[config.mk]
export PLATFORM = sky130hd
export DESIGN_NAME = ulpi_loopback_top
export DESIGN_NICKNAME = d
export VERILOG_FILES = /design/src/source/ulpi_pkg.sv /design/src/source/usb_stream_pkg.sv /design/src/source/ulpi_loopback_top.sv /design/src/source/ulpi_link.sv /design/src/source/ulpi_phy_model.sv
export SDC_FILE = /design/constraint.sdc
export NUM_CORES = 1
export LEC_CHECK = 0
export BUFFER_PORTS_ARGS = -buffer_cell sky130_fd_sc_hd__buf_2
export CAP_MARGIN = 10
export CORE_UTILIZATION = 44
export CTS_CLUSTER_DIAMETER = 150
export CTS_CLUSTER_SIZE = 16
export DETAILED_ROUTE_END_ITERATION = 10
export HOLD_SLACK_MARGIN = 0.06
export PLACE_DENSITY = 0.65
export SYNTH_ARGS = -nofsm -noshare
export SYNTH_HDL_FRONTEND = slang
export SYNTH_SLANG_ARGS = --single-unit
[constraint.sdc]
create_clock -name clock -period 2.6 [get_ports clock]
set_clock_uncertainty 0.15 [all_clocks]
set_input_delay 0.13 -clock clock [delete_from_list [all_inputs] [get_ports clock]]
set_output_delay 0.13 -clock clock [all_outputs]
set_load 0.005 [all_outputs]
[src/source/ulpi_pkg.sv]
package ulpi_pkg;

  typedef logic [7:0] ulpi_data_t;
  typedef logic [1:0] ulpi_line_state_t;
  typedef logic [5:0] ulpi_reg_addr_t;

  // Link bus value when the link has nothing to say
  localparam ulpi_data_t ULPI_CMD_IDLE = 8'h00;

  // TX CMD prefixes, PID or register address fill the remaining bits
  localparam logic [3:0] ULPI_CMD_TRANSMIT = 4'h4;
  localparam logic [1:0] ULPI_CMD_REG_WRITE = 2'b10;

  // Fixed RX CMD fields, full-speed device with a valid VBUS
  localparam logic [1:0] RX_CMD_FIXED_HI = 2'b01;
  localparam logic [1:0] RX_CMD_VBUS = 2'b11;

  typedef struct packed {
    logic [1:0]       fixed_hi;
    logic             rx_error;
    logic             rx_active;
    logic [1:0]       vbus;
    ulpi_line_state_t line_state;
  } ulpi_rx_cmd_t;

  // Link to PHY half of the data bus
  typedef struct packed {
    ulpi_data_t data;
    logic       stp;
  } ulpi_link_bus_t;

  // PHY to link half, only meaningful while dir is high
  typedef struct packed {
    ulpi_data_t data;
    logic       dir;
    logic       nxt;
  } ulpi_phy_bus_t;

  typedef enum logic [2:0] {
    PHY_IDLE,
    PHY_REG_WRITE,
    PHY_WAIT,
    PHY_SEND,
    PHY_RECV,
    PHY_STOP,
    PHY_LINE,
    PHY_STAT
  } ulpi_phy_state_e;

  // Stands in for the 2.5 us line-state timer
  localparam int LINE_STATE_PERIOD = 150;
  localparam int LINE_COUNT_W = $clog2(LINE_STATE_PERIOD);

  // Stall when the LFSR lands above the threshold
  localparam logic [7:0] LFSR_SEED = 8'hb5;
  localparam logic [7:0] STALL_THRESHOLD = 8'd192;

endpackage

[src/source/usb_stream_pkg.sv]
package usb_stream_pkg;

  // One byte of a USB packet
  typedef logic [7:0] usb_byte_t;

  // Packet identifier as carried in the low nibble
  typedef logic [3:0] usb_pid_t;

  // Ready travels next to this struct as a single bit
  typedef struct packed {
    logic      valid;
    logic      last;
    usb_byte_t data;
  } usb_stream_t;

  // On the wire the PID byte carries its own complement in the upper nibble
  function automatic usb_byte_t usb_pid_byte(usb_pid_t pid);
    return {~pid, pid};
  endfunction

  // The host side only gives the PID in the low nibble of the first byte
  function automatic usb_pid_t usb_byte_pid(usb_byte_t data);
    return data[3:0];
  endfunction

endpackage
[src/source/ulpi_loopback_top.sv]
module ulpi_loopback_top
  import usb_stream_pkg::*, ulpi_pkg::*;
(
  input  logic             clock,
  input  logic             reset,
  input  usb_stream_t      host_tx_i,
  output logic             host_tx_ready_o,
  output usb_stream_t      host_rx_o,
  input  logic             reg_write_i,
  input  ulpi_reg_addr_t   reg_addr_i,
  input  usb_byte_t        reg_data_i,
  output logic             reg_write_done_o,
  output ulpi_line_state_t line_state_o,
  input  usb_stream_t      wire_in_i,
  output logic             wire_in_ready_o,
  output usb_stream_t      wire_out_o,
  input  logic             wire_out_ready_i,
  input  ulpi_line_state_t wire_line_state_i,
  output ulpi_reg_addr_t   phy_reg_addr_o,
  output usb_byte_t        phy_reg_data_o
);

  // The two halves of the shared ULPI data bus
  ulpi_link_bus_t link_bus;
  ulpi_phy_bus_t  phy_bus;

  ulpi_link ulpi_link_i (
    .clock            (clock),
    .reset            (reset),
    .host_tx_i        (host_tx_i),
    .host_tx_ready_o  (host_tx_ready_o),
    .host_rx_o        (host_rx_o),
    .reg_write_i      (reg_write_i),
    .reg_addr_i       (reg_addr_i),
    .reg_data_i       (reg_data_i),
    .reg_write_done_o (reg_write_done_o),
    .line_state_o     (line_state_o),
    .phy_bus_i        (phy_bus),
    .link_bus_o       (link_bus)
  );

  ulpi_phy_model ulpi_phy_model_i (
    .clock             (clock),
    .reset             (reset),
    .link_bus_i        (link_bus),
    .phy_bus_o         (phy_bus),
    .wire_in_i         (wire_in_i),
    .wire_in_ready_o   (wire_in_ready_o),
    .wire_out_o        (wire_out_o),
    .wire_out_ready_i  (wire_out_ready_i),
    .wire_line_state_i (wire_line_state_i),
    .phy_reg_addr_o    (phy_reg_addr_o),
    .phy_reg_data_o    (phy_reg_data_o)
  );

endmodule

[src/source/ulpi_link.sv]
module ulpi_link
  import usb_stream_pkg::*, ulpi_pkg::*;
(
  input  logic             clock,
  input  logic             reset,
  input  usb_stream_t      host_tx_i,
  output logic             host_tx_ready_o,
  output usb_stream_t      host_rx_o,
  input  logic             reg_write_i,
  input  ulpi_reg_addr_t   reg_addr_i,
  input  usb_byte_t        reg_data_i,
  output logic             reg_write_done_o,
  output ulpi_line_state_t line_state_o,
  input  ulpi_phy_bus_t    phy_bus_i,
  output ulpi_link_bus_t   link_bus_o
);

  typedef enum logic [2:0] {
    L_IDLE,
    L_TX_CMD,
    L_TX_DATA,
    L_TX_STP,
    L_REG_CMD,
    L_REG_DATA,
    L_REG_STP
  } link_state_e;

  link_state_e state_q;
  ulpi_data_t data_q;
  logic stp_q;

  // reg_write_i is a strobe, the request waits here for the bus
  logic reg_pend_q;
  ulpi_reg_addr_t reg_addr_q;
  usb_byte_t reg_data_q;
  logic reg_done_q;

  logic dir_prev_q;
  usb_byte_t held_q;
  logic held_valid_q;
  usb_stream_t rx_q;
  ulpi_line_state_t line_state_q;

  ulpi_rx_cmd_t rx_cmd;
  logic rx_turn;

  assign rx_cmd = phy_bus_i.data;
  assign rx_turn = phy_bus_i.dir != dir_prev_q;

  // Packet bytes go straight from the host stream, so host_tx must not underrun
  assign link_bus_o.data = (state_q == L_TX_DATA) ? host_tx_i.data : data_q;
  assign link_bus_o.stp = stp_q;

  assign host_tx_ready_o = !phy_bus_i.dir && phy_bus_i.nxt &&
                           ((state_q == L_TX_CMD) || (state_q == L_TX_DATA));

  assign host_rx_o = rx_q;
  assign reg_write_done_o = reg_done_q;
  assign line_state_o = line_state_q;

  always_ff @(posedge clock) begin
    if (reg_write_i) begin
      reg_addr_q <= reg_addr_i;
      reg_data_q <= reg_data_i;
    end
  end

  always_ff @(posedge clock) begin
    if (reset) begin
      state_q <= L_IDLE;
      data_q <= ULPI_CMD_IDLE;
      stp_q <= 1'b0;
      reg_pend_q <= 1'b0;
      reg_done_q <= 1'b0;
    end else begin
      stp_q <= 1'b0;
      reg_done_q <= 1'b0;
      case (state_q)
        L_IDLE: begin
          // Register writes go first, nothing starts while the PHY owns the bus
          if (!phy_bus_i.dir) begin
            if (reg_pend_q) begin
              data_q <= {ULPI_CMD_REG_WRITE, reg_addr_q};
              state_q <= L_REG_CMD;
            end else if (host_tx_i.valid) begin
              data_q <= {ULPI_CMD_TRANSMIT, usb_byte_pid(host_tx_i.data)};
              state_q <= L_TX_CMD;
            end
          end
        end

        L_TX_CMD: begin
          if (phy_bus_i.dir) begin
            data_q <= ULPI_CMD_IDLE;
            state_q <= L_IDLE;
          end else if (phy_bus_i.nxt) begin
            data_q <= ULPI_CMD_IDLE;
            stp_q <= host_tx_i.last;
            state_q <= host_tx_i.last ? L_TX_STP : L_TX_DATA;
          end
        end

        L_TX_DATA: begin
          if (phy_bus_i.nxt && host_tx_i.last) begin
            stp_q <= 1'b1;
            state_q <= L_TX_STP;
          end
        end

        L_REG_CMD: begin
          if (phy_bus_i.dir) begin
            data_q <= ULPI_CMD_IDLE;
            state_q <= L_IDLE;
          end else if (phy_bus_i.nxt) begin
            data_q <= reg_data_q;
            reg_pend_q <= 1'b0;
            state_q <= L_REG_DATA;
          end
        end

        L_REG_DATA: begin
          if (phy_bus_i.nxt) begin
            data_q <= ULPI_CMD_IDLE;
            stp_q <= 1'b1;
            state_q <= L_REG_STP;
          end
        end

        L_REG_STP: begin
          reg_done_q <= 1'b1;
          state_q <= L_IDLE;
        end

        default: begin
          state_q <= L_IDLE;
        end
      endcase

      if (reg_write_i) begin
        reg_pend_q <= 1'b1;
      end
    end
  end

  // Receive side, one byte held back until we know whether it is the last
  always_ff @(posedge clock) begin
    if (reset) begin
      dir_prev_q <= 1'b0;
      held_valid_q <= 1'b0;
      rx_q.valid <= 1'b0;
      rx_q.last <= 1'b0;
      line_state_q <= '0;
    end else begin
      dir_prev_q <= phy_bus_i.dir;
      rx_q.valid <= 1'b0;
      if (phy_bus_i.dir && !rx_turn) begin
        if (phy_bus_i.nxt) begin
          if (held_valid_q) begin
            rx_q.valid <= 1'b1;
            rx_q.last <= 1'b0;
            rx_q.data <= held_q;
          end
          held_q <= phy_bus_i.data;
          held_valid_q <= 1'b1;
        end else begin
          line_state_q <= rx_cmd.line_state;
        end
      end else if (!phy_bus_i.dir && dir_prev_q && held_valid_q) begin
        rx_q.valid <= 1'b1;
        rx_q.last <= 1'b1;
        rx_q.data <= held_q;
        held_valid_q <= 1'b0;
      end
    end
  end

endmodule

[src/source/ulpi_phy_model.sv]
module ulpi_phy_model
  import usb_stream_pkg::*, ulpi_pkg::*;
(
  input  logic             clock,
  input  logic             reset,
  input  ulpi_link_bus_t   link_bus_i,
  output ulpi_phy_bus_t    phy_bus_o,
  input  usb_stream_t      wire_in_i,
  output logic             wire_in_ready_o,
  output usb_stream_t      wire_out_o,
  input  logic             wire_out_ready_i,
  input  ulpi_line_state_t wire_line_state_i,
  output ulpi_reg_addr_t   phy_reg_addr_o,
  output usb_byte_t        phy_reg_data_o
);

  ulpi_phy_state_e state_q;

  logic dir_q;
  logic nxt_q;
  ulpi_data_t data_q;

  logic reg_phase_q;
  ulpi_reg_addr_t reg_addr_q;
  usb_byte_t reg_data_q;

  logic send_last_q;
  logic took_q;
  usb_stream_t wire_out_q;

  logic [7:0] lfsr_q;
  logic [LINE_COUNT_W-1:0] line_count_q;
  logic tick_pend_q;

  ulpi_data_t link_data;
  ulpi_rx_cmd_t rx_cmd;
  logic stall;
  logic take;
  logic line_tick;

  assign link_data = link_bus_i.data;
  assign stall = lfsr_q > STALL_THRESHOLD;

  assign rx_cmd.fixed_hi = RX_CMD_FIXED_HI;
  assign rx_cmd.rx_error = 1'b0;
  assign rx_cmd.rx_active = (state_q == PHY_WAIT) || (state_q == PHY_SEND);
  assign rx_cmd.vbus = RX_CMD_VBUS;
  assign rx_cmd.line_state = wire_line_state_i;

  // A link byte is accepted in any transmit cycle with nxt high
  assign take = nxt_q && !dir_q && ((state_q == PHY_WAIT) || (state_q == PHY_RECV));

  assign line_tick = !link_bus_i.stp && (line_count_q == LINE_COUNT_W'(LINE_STATE_PERIOD - 1));

  assign phy_bus_o.data = data_q;
  assign phy_bus_o.dir = dir_q;
  assign phy_bus_o.nxt = nxt_q;

  assign wire_in_ready_o = (state_q == PHY_SEND) && !send_last_q && !stall;
  assign wire_out_o = wire_out_q;

  assign phy_reg_addr_o = reg_addr_q;
  assign phy_reg_data_o = reg_data_q;

  // Fibonacci LFSR, x^8 + x^6 + x^5 + x^4 + 1
  always_ff @(posedge clock) begin
    if (reset) begin
      lfsr_q <= LFSR_SEED;
    end else begin
      lfsr_q <= {lfsr_q[6:0], lfsr_q[7] ^ lfsr_q[5] ^ lfsr_q[4] ^ lfsr_q[3]};
    end
  end

  // Line-state timer, restarted by every stp
  always_ff @(posedge clock) begin
    if (reset || link_bus_i.stp || line_tick) begin
      line_count_q <= '0;
    end else begin
      line_count_q <= line_count_q + 1'b1;
    end
  end

  // A taken byte waits one cycle so that stp can mark it as last
  always_ff @(posedge clock) begin
    if (reset) begin
      took_q <= 1'b0;
      wire_out_q.valid <= 1'b0;
      wire_out_q.last <= 1'b0;
    end else begin
      took_q <= take;
      if (took_q) begin
        wire_out_q.valid <= 1'b1;
        wire_out_q.last <= link_bus_i.stp;
      end else if (wire_out_q.valid && wire_out_ready_i) begin
        wire_out_q.valid <= 1'b0;
      end
    end
    if (take) begin
      wire_out_q.data <= (state_q == PHY_WAIT) ? usb_pid_byte(usb_byte_pid(link_data))
                                               : link_data;
    end
  end

  always_ff @(posedge clock) begin
    if (reset) begin
      state_q <= PHY_IDLE;
      dir_q <= 1'b0;
      nxt_q <= 1'b0;
      reg_phase_q <= 1'b0;
      send_last_q <= 1'b0;
      tick_pend_q <= 1'b0;
    end else begin
      case (state_q)
        PHY_IDLE: begin
          if (link_data[7:6] == ULPI_CMD_REG_WRITE) begin
            reg_addr_q <= link_data[5:0];
            reg_phase_q <= 1'b0;
            nxt_q <= 1'b1;
            state_q <= PHY_REG_WRITE;
          end else if (link_data[7:4] == ULPI_CMD_TRANSMIT) begin
            // Hold the TX CMD off until the wire side can take bytes
            if (wire_out_ready_i) begin
              nxt_q <= 1'b1;
              state_q <= PHY_WAIT;
            end
          end else if (link_data == ULPI_CMD_IDLE && wire_in_i.valid) begin
            dir_q <= 1'b1;
            state_q <= PHY_WAIT;
          end else if (link_data == ULPI_CMD_IDLE && tick_pend_q) begin
            dir_q <= 1'b1;
            tick_pend_q <= 1'b0;
            state_q <= PHY_LINE;
          end
        end

        PHY_REG_WRITE: begin
          if (link_bus_i.stp) begin
            nxt_q <= 1'b0;
            state_q <= PHY_IDLE;
          end else if (!reg_phase_q) begin
            reg_phase_q <= 1'b1;
            nxt_q <= 1'b1;
          end else if (nxt_q) begin
            reg_data_q <= link_data;
            nxt_q <= 1'b0;
          end
        end

        PHY_WAIT: begin
          // Turnaround before sending, or the PID cycle of a link transmit
          nxt_q <= 1'b0;
          if (dir_q) begin
            data_q <= rx_cmd;
            state_q <= PHY_SEND;
          end else begin
            state_q <= PHY_RECV;
          end
        end

        PHY_SEND: begin
          if (send_last_q) begin
            dir_q <= 1'b0;
            nxt_q <= 1'b0;
            send_last_q <= 1'b0;
            state_q <= PHY_STOP;
          end else if (wire_in_i.valid && wire_in_ready_o) begin
            data_q <= wire_in_i.data;
            nxt_q <= 1'b1;
            send_last_q <= wire_in_i.last;
          end else begin
            data_q <= rx_cmd;
            nxt_q <= 1'b0;
          end
        end

        PHY_RECV: begin
          if (link_bus_i.stp) begin
            nxt_q <= 1'b0;
            state_q <= PHY_IDLE;
          end else begin
            // Only one byte in flight, the output slot must be free
            nxt_q <= !stall && !take && !took_q && (!wire_out_q.valid || wire_out_ready_i);
          end
        end

        PHY_LINE: begin
          data_q <= rx_cmd;
          state_q <= PHY_STAT;
        end

        PHY_STAT: begin
          dir_q <= 1'b0;
          state_q <= PHY_STOP;
        end

        PHY_STOP: begin
          state_q <= PHY_IDLE;
        end

        default: begin
          state_q <= PHY_IDLE;
        end
      endcase

      if (line_tick) begin
        tick_pend_q <= 1'b1;
      end
    end
  end

endmodule

==> impl_metrics.csv, run 1 <==
group,metric,value,unit
critical_path,critPathLaunchType,"flip-flop",
clock_tree,clockBufferDepth,2,
critical_path,slowest_stage,"dlygate4sd3_1",
floorplan,coreArea,9680,um2
synth,async_flop_share,0,
pwr,p_leak,2.20,nW
floorplan,die_y,102,um
critical_path,crit_type,"reg2reg",
critical_path,crit_required,2.69,ns
final_layout,diodes,0,
floorplan,die_x,102,um
global_route,grt_remaining_overflow,0,
synth,synth_ff_type,"edfxtp_1",
clock_tree,cts_root_buffer,"clkbuf_8",
drt,drc,0,
drt,antenna_left,0,
drt,via_per_inst,5.08,
critical_path,reg2reg_depth,6,
clock_tree,htreeDepth,3,
synth,synth.area.top_cells,"edfxtp_1, dfxtp_1, nor2_1",
timing,hold_viol,0,
pwr,ir_worst_vdd,0.345,mV
floorplan,ios,79,
timing,setup_viol,0,
synth,yosys_warnings,0,
pwr,seqPwrFrac,0.483,
final_layout,nets,552,
global_route,grtUsageTotal,0.190,
global_route,antenna_found_initial,0,
timing,max_slew_margin,0.629,
synth,syn_nets,427,
clock_tree,cts.sinks,107,
floorplan,start_util,0.452,
drt,wl_per_cell,14.3,um
synth,syn_area,4370,um2
worst_hold_path,hold_depth,4,
pwr,pwr-share-clk,0.232,
floorplan,placement_rows,36,
worst_hold_path,hold_path.startpoint,"host_tx_i[9]",
critical_path,rr_startpoint,"ulpi_phy_model_i.lfsr_q[0]",
place,place.gp.congestion,0.815,
floorplan,dieArea,10300,um2
global_route,grt_pass1_vias,3098,
worst_hold_path,hp-class,"in2reg",
drt,drtIter0Drc,200,
final_layout,syn_to_final_growth,27.3,%
clock_tree,cts.reportedPaths.clkPinSlew,0.10,ns
pwr,p_int,3.06,mW
clock_tree,post_cts_buffers,0,
run,cap_violations,0,
clock_tree,cts_buffers,9,
pwr,powerDensity,816,nW/um2
critical_path,cp_max_fo,4,
drt,vias,3290,
timing,period_share,0.935,
place,port_buffers,78,
synth,syn_inst,385,
timing,slew_violations,0,
synth,yosysTopAreaCell,"edfxtp_1",
clock_tree,clock_latency,0.37,ns
critical_path,r2r_slack,0.17,ns
synth,synth-edff-count,60,
drt,first_pass_iters,4,
critical_path,crit_chain,"or4_1 > o311a_1 > nor2_1 > buf_4 > and3_1 > dlygate4sd3_1",
synth,ys_seq_elements,107,
timing,min_period,2.43,ns
pwr,p_switching,1.49,mW
critical_path,max_stage_delay,0.55,ns
timing,tns,0,ns
final_layout,utilization,0.575,
global_route,grt_max_degree,39,
critical_path,r2r-end,"ulpi_phy_model_i.data_q[7]",
critical_path,endpoint_kind,"flip-flop",
synth,seq_area_frac_synth,0.627,
final_layout,drive_gt1_frac,0.241,
drt,wl,9.29,mm
synth,netlist.area_leader.share,0.412,
synth,synth_area_per_cell,11.4,um2
global_route,grt_pass1_wl,14.9,mm
critical_path,arrival,2.52,ns
pwr,power.share.combinational,0.285,
timing,rsz0062_at_grt,"no",
clock_tree,cts_tree,"built",
run_status,status,"completed",
synth,ys_types,54,
timing,tightest_slew,0.553,ns
worst_hold_path,hold-path-endpoint,"ulpi_link_i.state_q[0]",
place,hpwl,6.24,mm
pwr,swShare,0.327,
timing,max_freq,411,MHz
-- worst max-delay path by stage --
stage,slack [ns],depth (start not counted),start,to
floorplan,0.43,5,ulpi_phy_model_i.lfsr_q[0],ulpi_phy_model_i.data_q[2]
global placement,0.30,6,ulpi_link_i.state_q[1],ulpi_phy_model_i.state_q[0]
detailed placement,0.18,6,ulpi_link_i.state_q[1],ulpi_phy_model_i.state_q[0]
CTS,0.18,6,ulpi_link_i.state_q[1],ulpi_phy_model_i.state_q[0]
global route,0.08,6,ulpi_link_i.state_q[2],ulpi_phy_model_i.state_q[0]
finish,0.17,6,ulpi_phy_model_i.lfsr_q[0],ulpi_phy_model_i.data_q[7]
-- routing by layer --
metal	global-route usage	up-vias	routed length, um
met5	0	-	0
li1	-	1641	-
met3	0.0352	9	516
met4	0.0792	0	101
met2	0.306	110	4560
met1	0.253	1530	4110
-- through the flow --
step / power (mW) / hold slack [ns] / cells / area, um2 / setup slack (ns)
after global placement: 3.43 / 0.156 / 592 / 4960 / 0.296
after detailed placement: 3.46 / 0.158 / 592 / 4960 / 0.184
after CTS: 4.56 / 0.134 / 648 / 5570 / 0.179
after global routing: 4.82 / 0.169 / 648 / 5570 / 0.0840
final: 4.55 / 0.148 / 648 / 5570 / 0.169
after floorplan: 3.09 / 0.0789 / 385 / 4370 / 0.429
-- flip-flops by register name (all words and copies together), names as in the netlist, 2 cells and up --
register,flops
ulpi_phy_model_i.lfsr_q,8
ulpi_link_i.host_rx_o,10
ulpi_phy_model_i.phy_reg_data_o,8
ulpi_link_i.reg_data_q,8
ulpi_link_i.state_q,3
ulpi_link_i.reg_addr_q,6
ulpi_link_i.data_q,8
ulpi_phy_model_i.state_q,3
ulpi_phy_model_i.wire_out_o,10
ulpi_phy_model_i.phy_reg_addr_o,6
ulpi_phy_model_i.data_q,8
ulpi_link_i.held_q,8
ulpi_phy_model_i.line_count_q,8
ulpi_link_i.line_state_o,2
-- critical path: cells and delay by family (launching register included) --
family | cells | cell delay (ns)
compound gates | 1 | 0.33
buf+inv | 2 | 0.70
flops | 1 | 0.32
simple gates | 3 | 0.80
-- cells in the mapped netlist, types with 3 or more instances --
cell type	number
o211ai_1	3
or2_2	9
nand3_1	10
a21oi_1	15
nor2_1	36
or3_1	5
and2_1	14
nor3_1	16
o21ai_0	13
nand4_1	3
o22ai_1	3
inv_1	9
edfxtp_1	60
clkbuf_1	13
mux2_2	3
nand2b_1	4
and3_1	3
xnor2_1	5
nand2_1	35
xor2_1	6
nor2b_1	11
mux2i_1	13
dfxtp_1	47
a22oi_1	8
-- power by group through the flow --
stage               combinational (mW)  sequential (mW)  clock, mW
CTS                               1.29             2.19       1.08
global route                      1.45             2.22       1.15
global placement                  1.21             2.22          0
detailed placement                1.24             2.23          0
floorplan                        0.947             2.14          0
finish                            1.30             2.20       1.05
-- logic make-up (layout without fill, tap and decap cells) --
| logic type | Yosys count | in the layout | synth area share |
|---|---|---|---|
| flip-flops | 107 | 107 | 0.627 |
| adder cells (fa/ha/maj) | 2 | 2 | 0.00572 |
| AO/OA/AOI/OAI | 66 | 66 | 0.102 |
| AND/OR/NAND/NOR | 158 | 158 | 0.183 |
| buffers and inverters | 25 | 155 | 0.0217 |
| multiplexers | 16 | 16 | 0.0375 |
| XOR/XNOR | 11 | 11 | 0.0220 |
-- layout make-up --
cell class              count  area [um2]
clock inverters             7        82.6
repair buffers            130         881
inverters                   9        33.8
clock buffers               9         124
flip-flops and latches    107        2740
fillers                   827        4120
multi-input cells         253        1540
well taps                 133         166
-- cells in the final DEF (no fill, tap or decap), types with 4 or more instances in the layout --
cell type / netlist / routed
nand2b_1: 4 / 4
xor2_1: 6 / 6
or2_2: 9 / 9
nor2b_1: 11 / 11
inv_1: 9 / 9
mux2i_1: 13 / 13
a22oi_1: 8 / 8
edfxtp_1: 60 / 60
clkbuf_8: 0 / 9
dfxtp_1: 47 / 46
nand3_1: 10 / 10
o21ai_0: 13 / 13
buf_4: 0 / 12
nor2_1: 36 / 36
nor3_1: 16 / 16
or3_1: 5 / 5
a21oi_1: 15 / 15
buf_2: 1 / 78
and2_1: 14 / 14
nand2_1: 35 / 35
xnor2_1: 5 / 5
dlygate4sd3_1: 0 / 40
-- timing repair --
item,in CTS,in global routing
setup endpoints to repair,0,1
endpoints found under the hold margin,59,0
gates resized for setup,0,1
hold buffers,40,0
Note: power is estimated with default switching activity, not from simulation.
==> run 2: changes to the inputs <==
Settings changed: CELL_PAD_IN_SITES_DETAIL_PLACEMENT set to 1, CELL_PAD_IN_SITES_GLOBAL_PLACEMENT set to 1, CORE_MARGIN set to 2, CORE_UTILIZATION 44 to 43, PLACE_DENSITY 0.65 to not set, PLACE_DENSITY_LB_ADDON set to 0.1.
==> run 2 against run 1 <==
Against the previous run: sequential cell count is the same; largest power group unchanged; critical path type unchanged; via count grew 2.6%; clock power about the same.
==> impl_metrics.csv, run 2 (synthesized netlist as in run 1, its figures left out) <==
group,metric,value,unit
floorplan,die_x,105,um
drt,antenna_left,0,
timing,hold_viol,0,
critical_path,critPathLaunchType,"flip-flop",
drt,drtIter0Drc,149,
drt,wl_per_cell,16.7,um
final_layout,nets,555,
pwr,ir_worst_vdd,0.346,mV
final_layout,syn_to_final_growth,27.7,%
clock_tree,cts.sinks,107,
final_layout,final_cell_mix,"buf_2, edfxtp_1, dfxtp_1",
pwr,p_int,3.11,mW
final_layout,final_common_cell,"buf_2",
critical_path,arrival,2.56,ns
timing,period_share,0.953,
global_route,grtUsageTotal,0.206,
floorplan,die_y,105,um
global_route,antenna_found_initial,0,
drt,drc,0,
critical_path,crit_family,"simple AND/OR/NAND/NOR gates",
final_layout,instances_no_fill,651,
pwr,powerDensity,822,nW/um2
drt,vias,3374,
floorplan,coreArea,9820,um2
critical_path,crit_required,2.69,ns
clock_tree,clock_latency,0.37,ns
critical_path,crit_chain,"or4_1 > o311a_1 > nor2_2 > buf_4 > and3_1 > dlygate4sd3_1",
pwr,p_switching,1.48,mW
global_route,grt_pass1_vias,3565,
timing,rsz0062_at_grt,"no",
timing,min_period,2.48,ns
floorplan,dieArea,11000,um2
clock_tree,cts_root_buffer,"clkbuf_8",
pwr,finalPower,4.59,mW
clock_tree,cts_buffers,9,
pwr,pwr-share-clk,0.226,
pwr,power.share.combinational,0.300,
critical_path,crit_type,"reg2reg",
clock_tree,cts.reportedPaths.clkPinSlew,0.10,ns
clock_tree,clockBufferDepth,2,
place,place_inst,596,
global_route,grt_max_degree,39,
global_route,grt_pass1_wl,17.9,mm
critical_path,endpoint_kind,"flip-flop",
drt,first_pass_iters,5,
place,place.gp.congestion,0.860,
final_layout,diodes,0,
pwr,p_leak,2.21,nW
final_layout,drive_gt1_frac,0.241,
timing,tns,0,ns
place,port_buffers,78,
drt,wl,10.9,mm
critical_path,cp_max_fo,4,
global_route,grt_remaining_overflow,0,
clock_tree,post_cts_buffers,0,
run,cap_violations,0,
timing,slew_violations,0,
floorplan,ios,79,
place,hpwl,7.50,mm
critical_path,max_stage_delay,0.56,ns
critical_path,cp_num_buf_inv,2,
floorplan,start_util,0.445,
critical_path,r2r_slack,0.12,ns
timing,max_slew_margin,0.615,
worst_hold_path,hp-class,"in2reg",
final_layout,utilization,0.569,
pwr,seqPwrFrac,0.475,
pwr,swShare,0.322,
timing,tightest_slew,0.574,ns
clock_tree,cts_tree,"built",
drt,via_per_inst,5.18,
timing,setup_viol,0,
clock_tree,htreeDepth,3,
floorplan,placement_rows,36,
critical_path,slowest_stage,"dlygate4sd3_1",
timing,max_freq,404,MHz
run_status,status,"completed",
run 2: power groups by stage:
stage                     Combinational [mW]  Clock, mW  Sequential (mW)
after floorplan                        0.947          0             2.14
after global placement                  1.28          0             2.20
after detailed placement                1.32          0             2.21
after CTS                               1.37       1.06             2.18
after global routing                    1.54       1.12             2.21
final                                   1.38       1.04             2.18
run 2: layer usage:
layer,wire length (um),global-route usage,vias to the layer above
li1,-,-,1638
met1,4650,0.245,1648
met2,5640,0.378,80
met3,434,0.0356,8
met4,133,0.0648,0
met5,0,0,-
run 2: worst paths after layout:
| kind | cells past startpoint | endpoint | startpoint |
|---|---|---|---|
| hold / removal | 3 | ulpi_phy_model_i.phy_reg_data_o[0] | host_tx_i[0] |
| setup / recovery | 6 | ulpi_phy_model_i.data_q[5] | ulpi_phy_model_i.lfsr_q[0] |
| hold reg to reg | 0 | ulpi_link_i.held_q[2] | ulpi_phy_model_i.data_q[2] |
| setup reg to reg | 6 | ulpi_phy_model_i.data_q[5] | ulpi_phy_model_i.lfsr_q[0] |
run 2: timing repair:
action | in CTS | in global routing
gates resized for setup | 0 | 1
hold buffers | 39 | 0
endpoints found under the setup margin | 0 | 3
endpoints found under the hold margin | 56 | 0
run 2: worst reg2reg max path, stage by stage, from the launching register on:
cell	delay, ns
dfxtp_1	0.32
or4_1	0.54
o311a_1	0.36
nor2_2	0.12
buf_4	0.15
and3_1	0.16
dlygate4sd3_1	0.56
run 2: stage by stage:
stage               cell area (um2)  setup WS, ns  hold slack (ns)
CTS                            5580        0.0992           0.0718
global placement               4990         0.387            0.157
finish                         5590         0.123           0.0880
floorplan                      4370         0.429           0.0789
detailed placement             4990         0.229            0.159
global route                   5590        0.0214           0.0940
run 2: final cells by class:
class / count / area [um2]
clock buffer: 15 / 199
clock inverter: 1 / 5.00
fill: 1108 / 4230
inverter: 9 / 33.8
multi-input combinational: 253 / 1540
sequential: 107 / 2740
tap: 133 / 166
timing repair buffer: 133 / 901
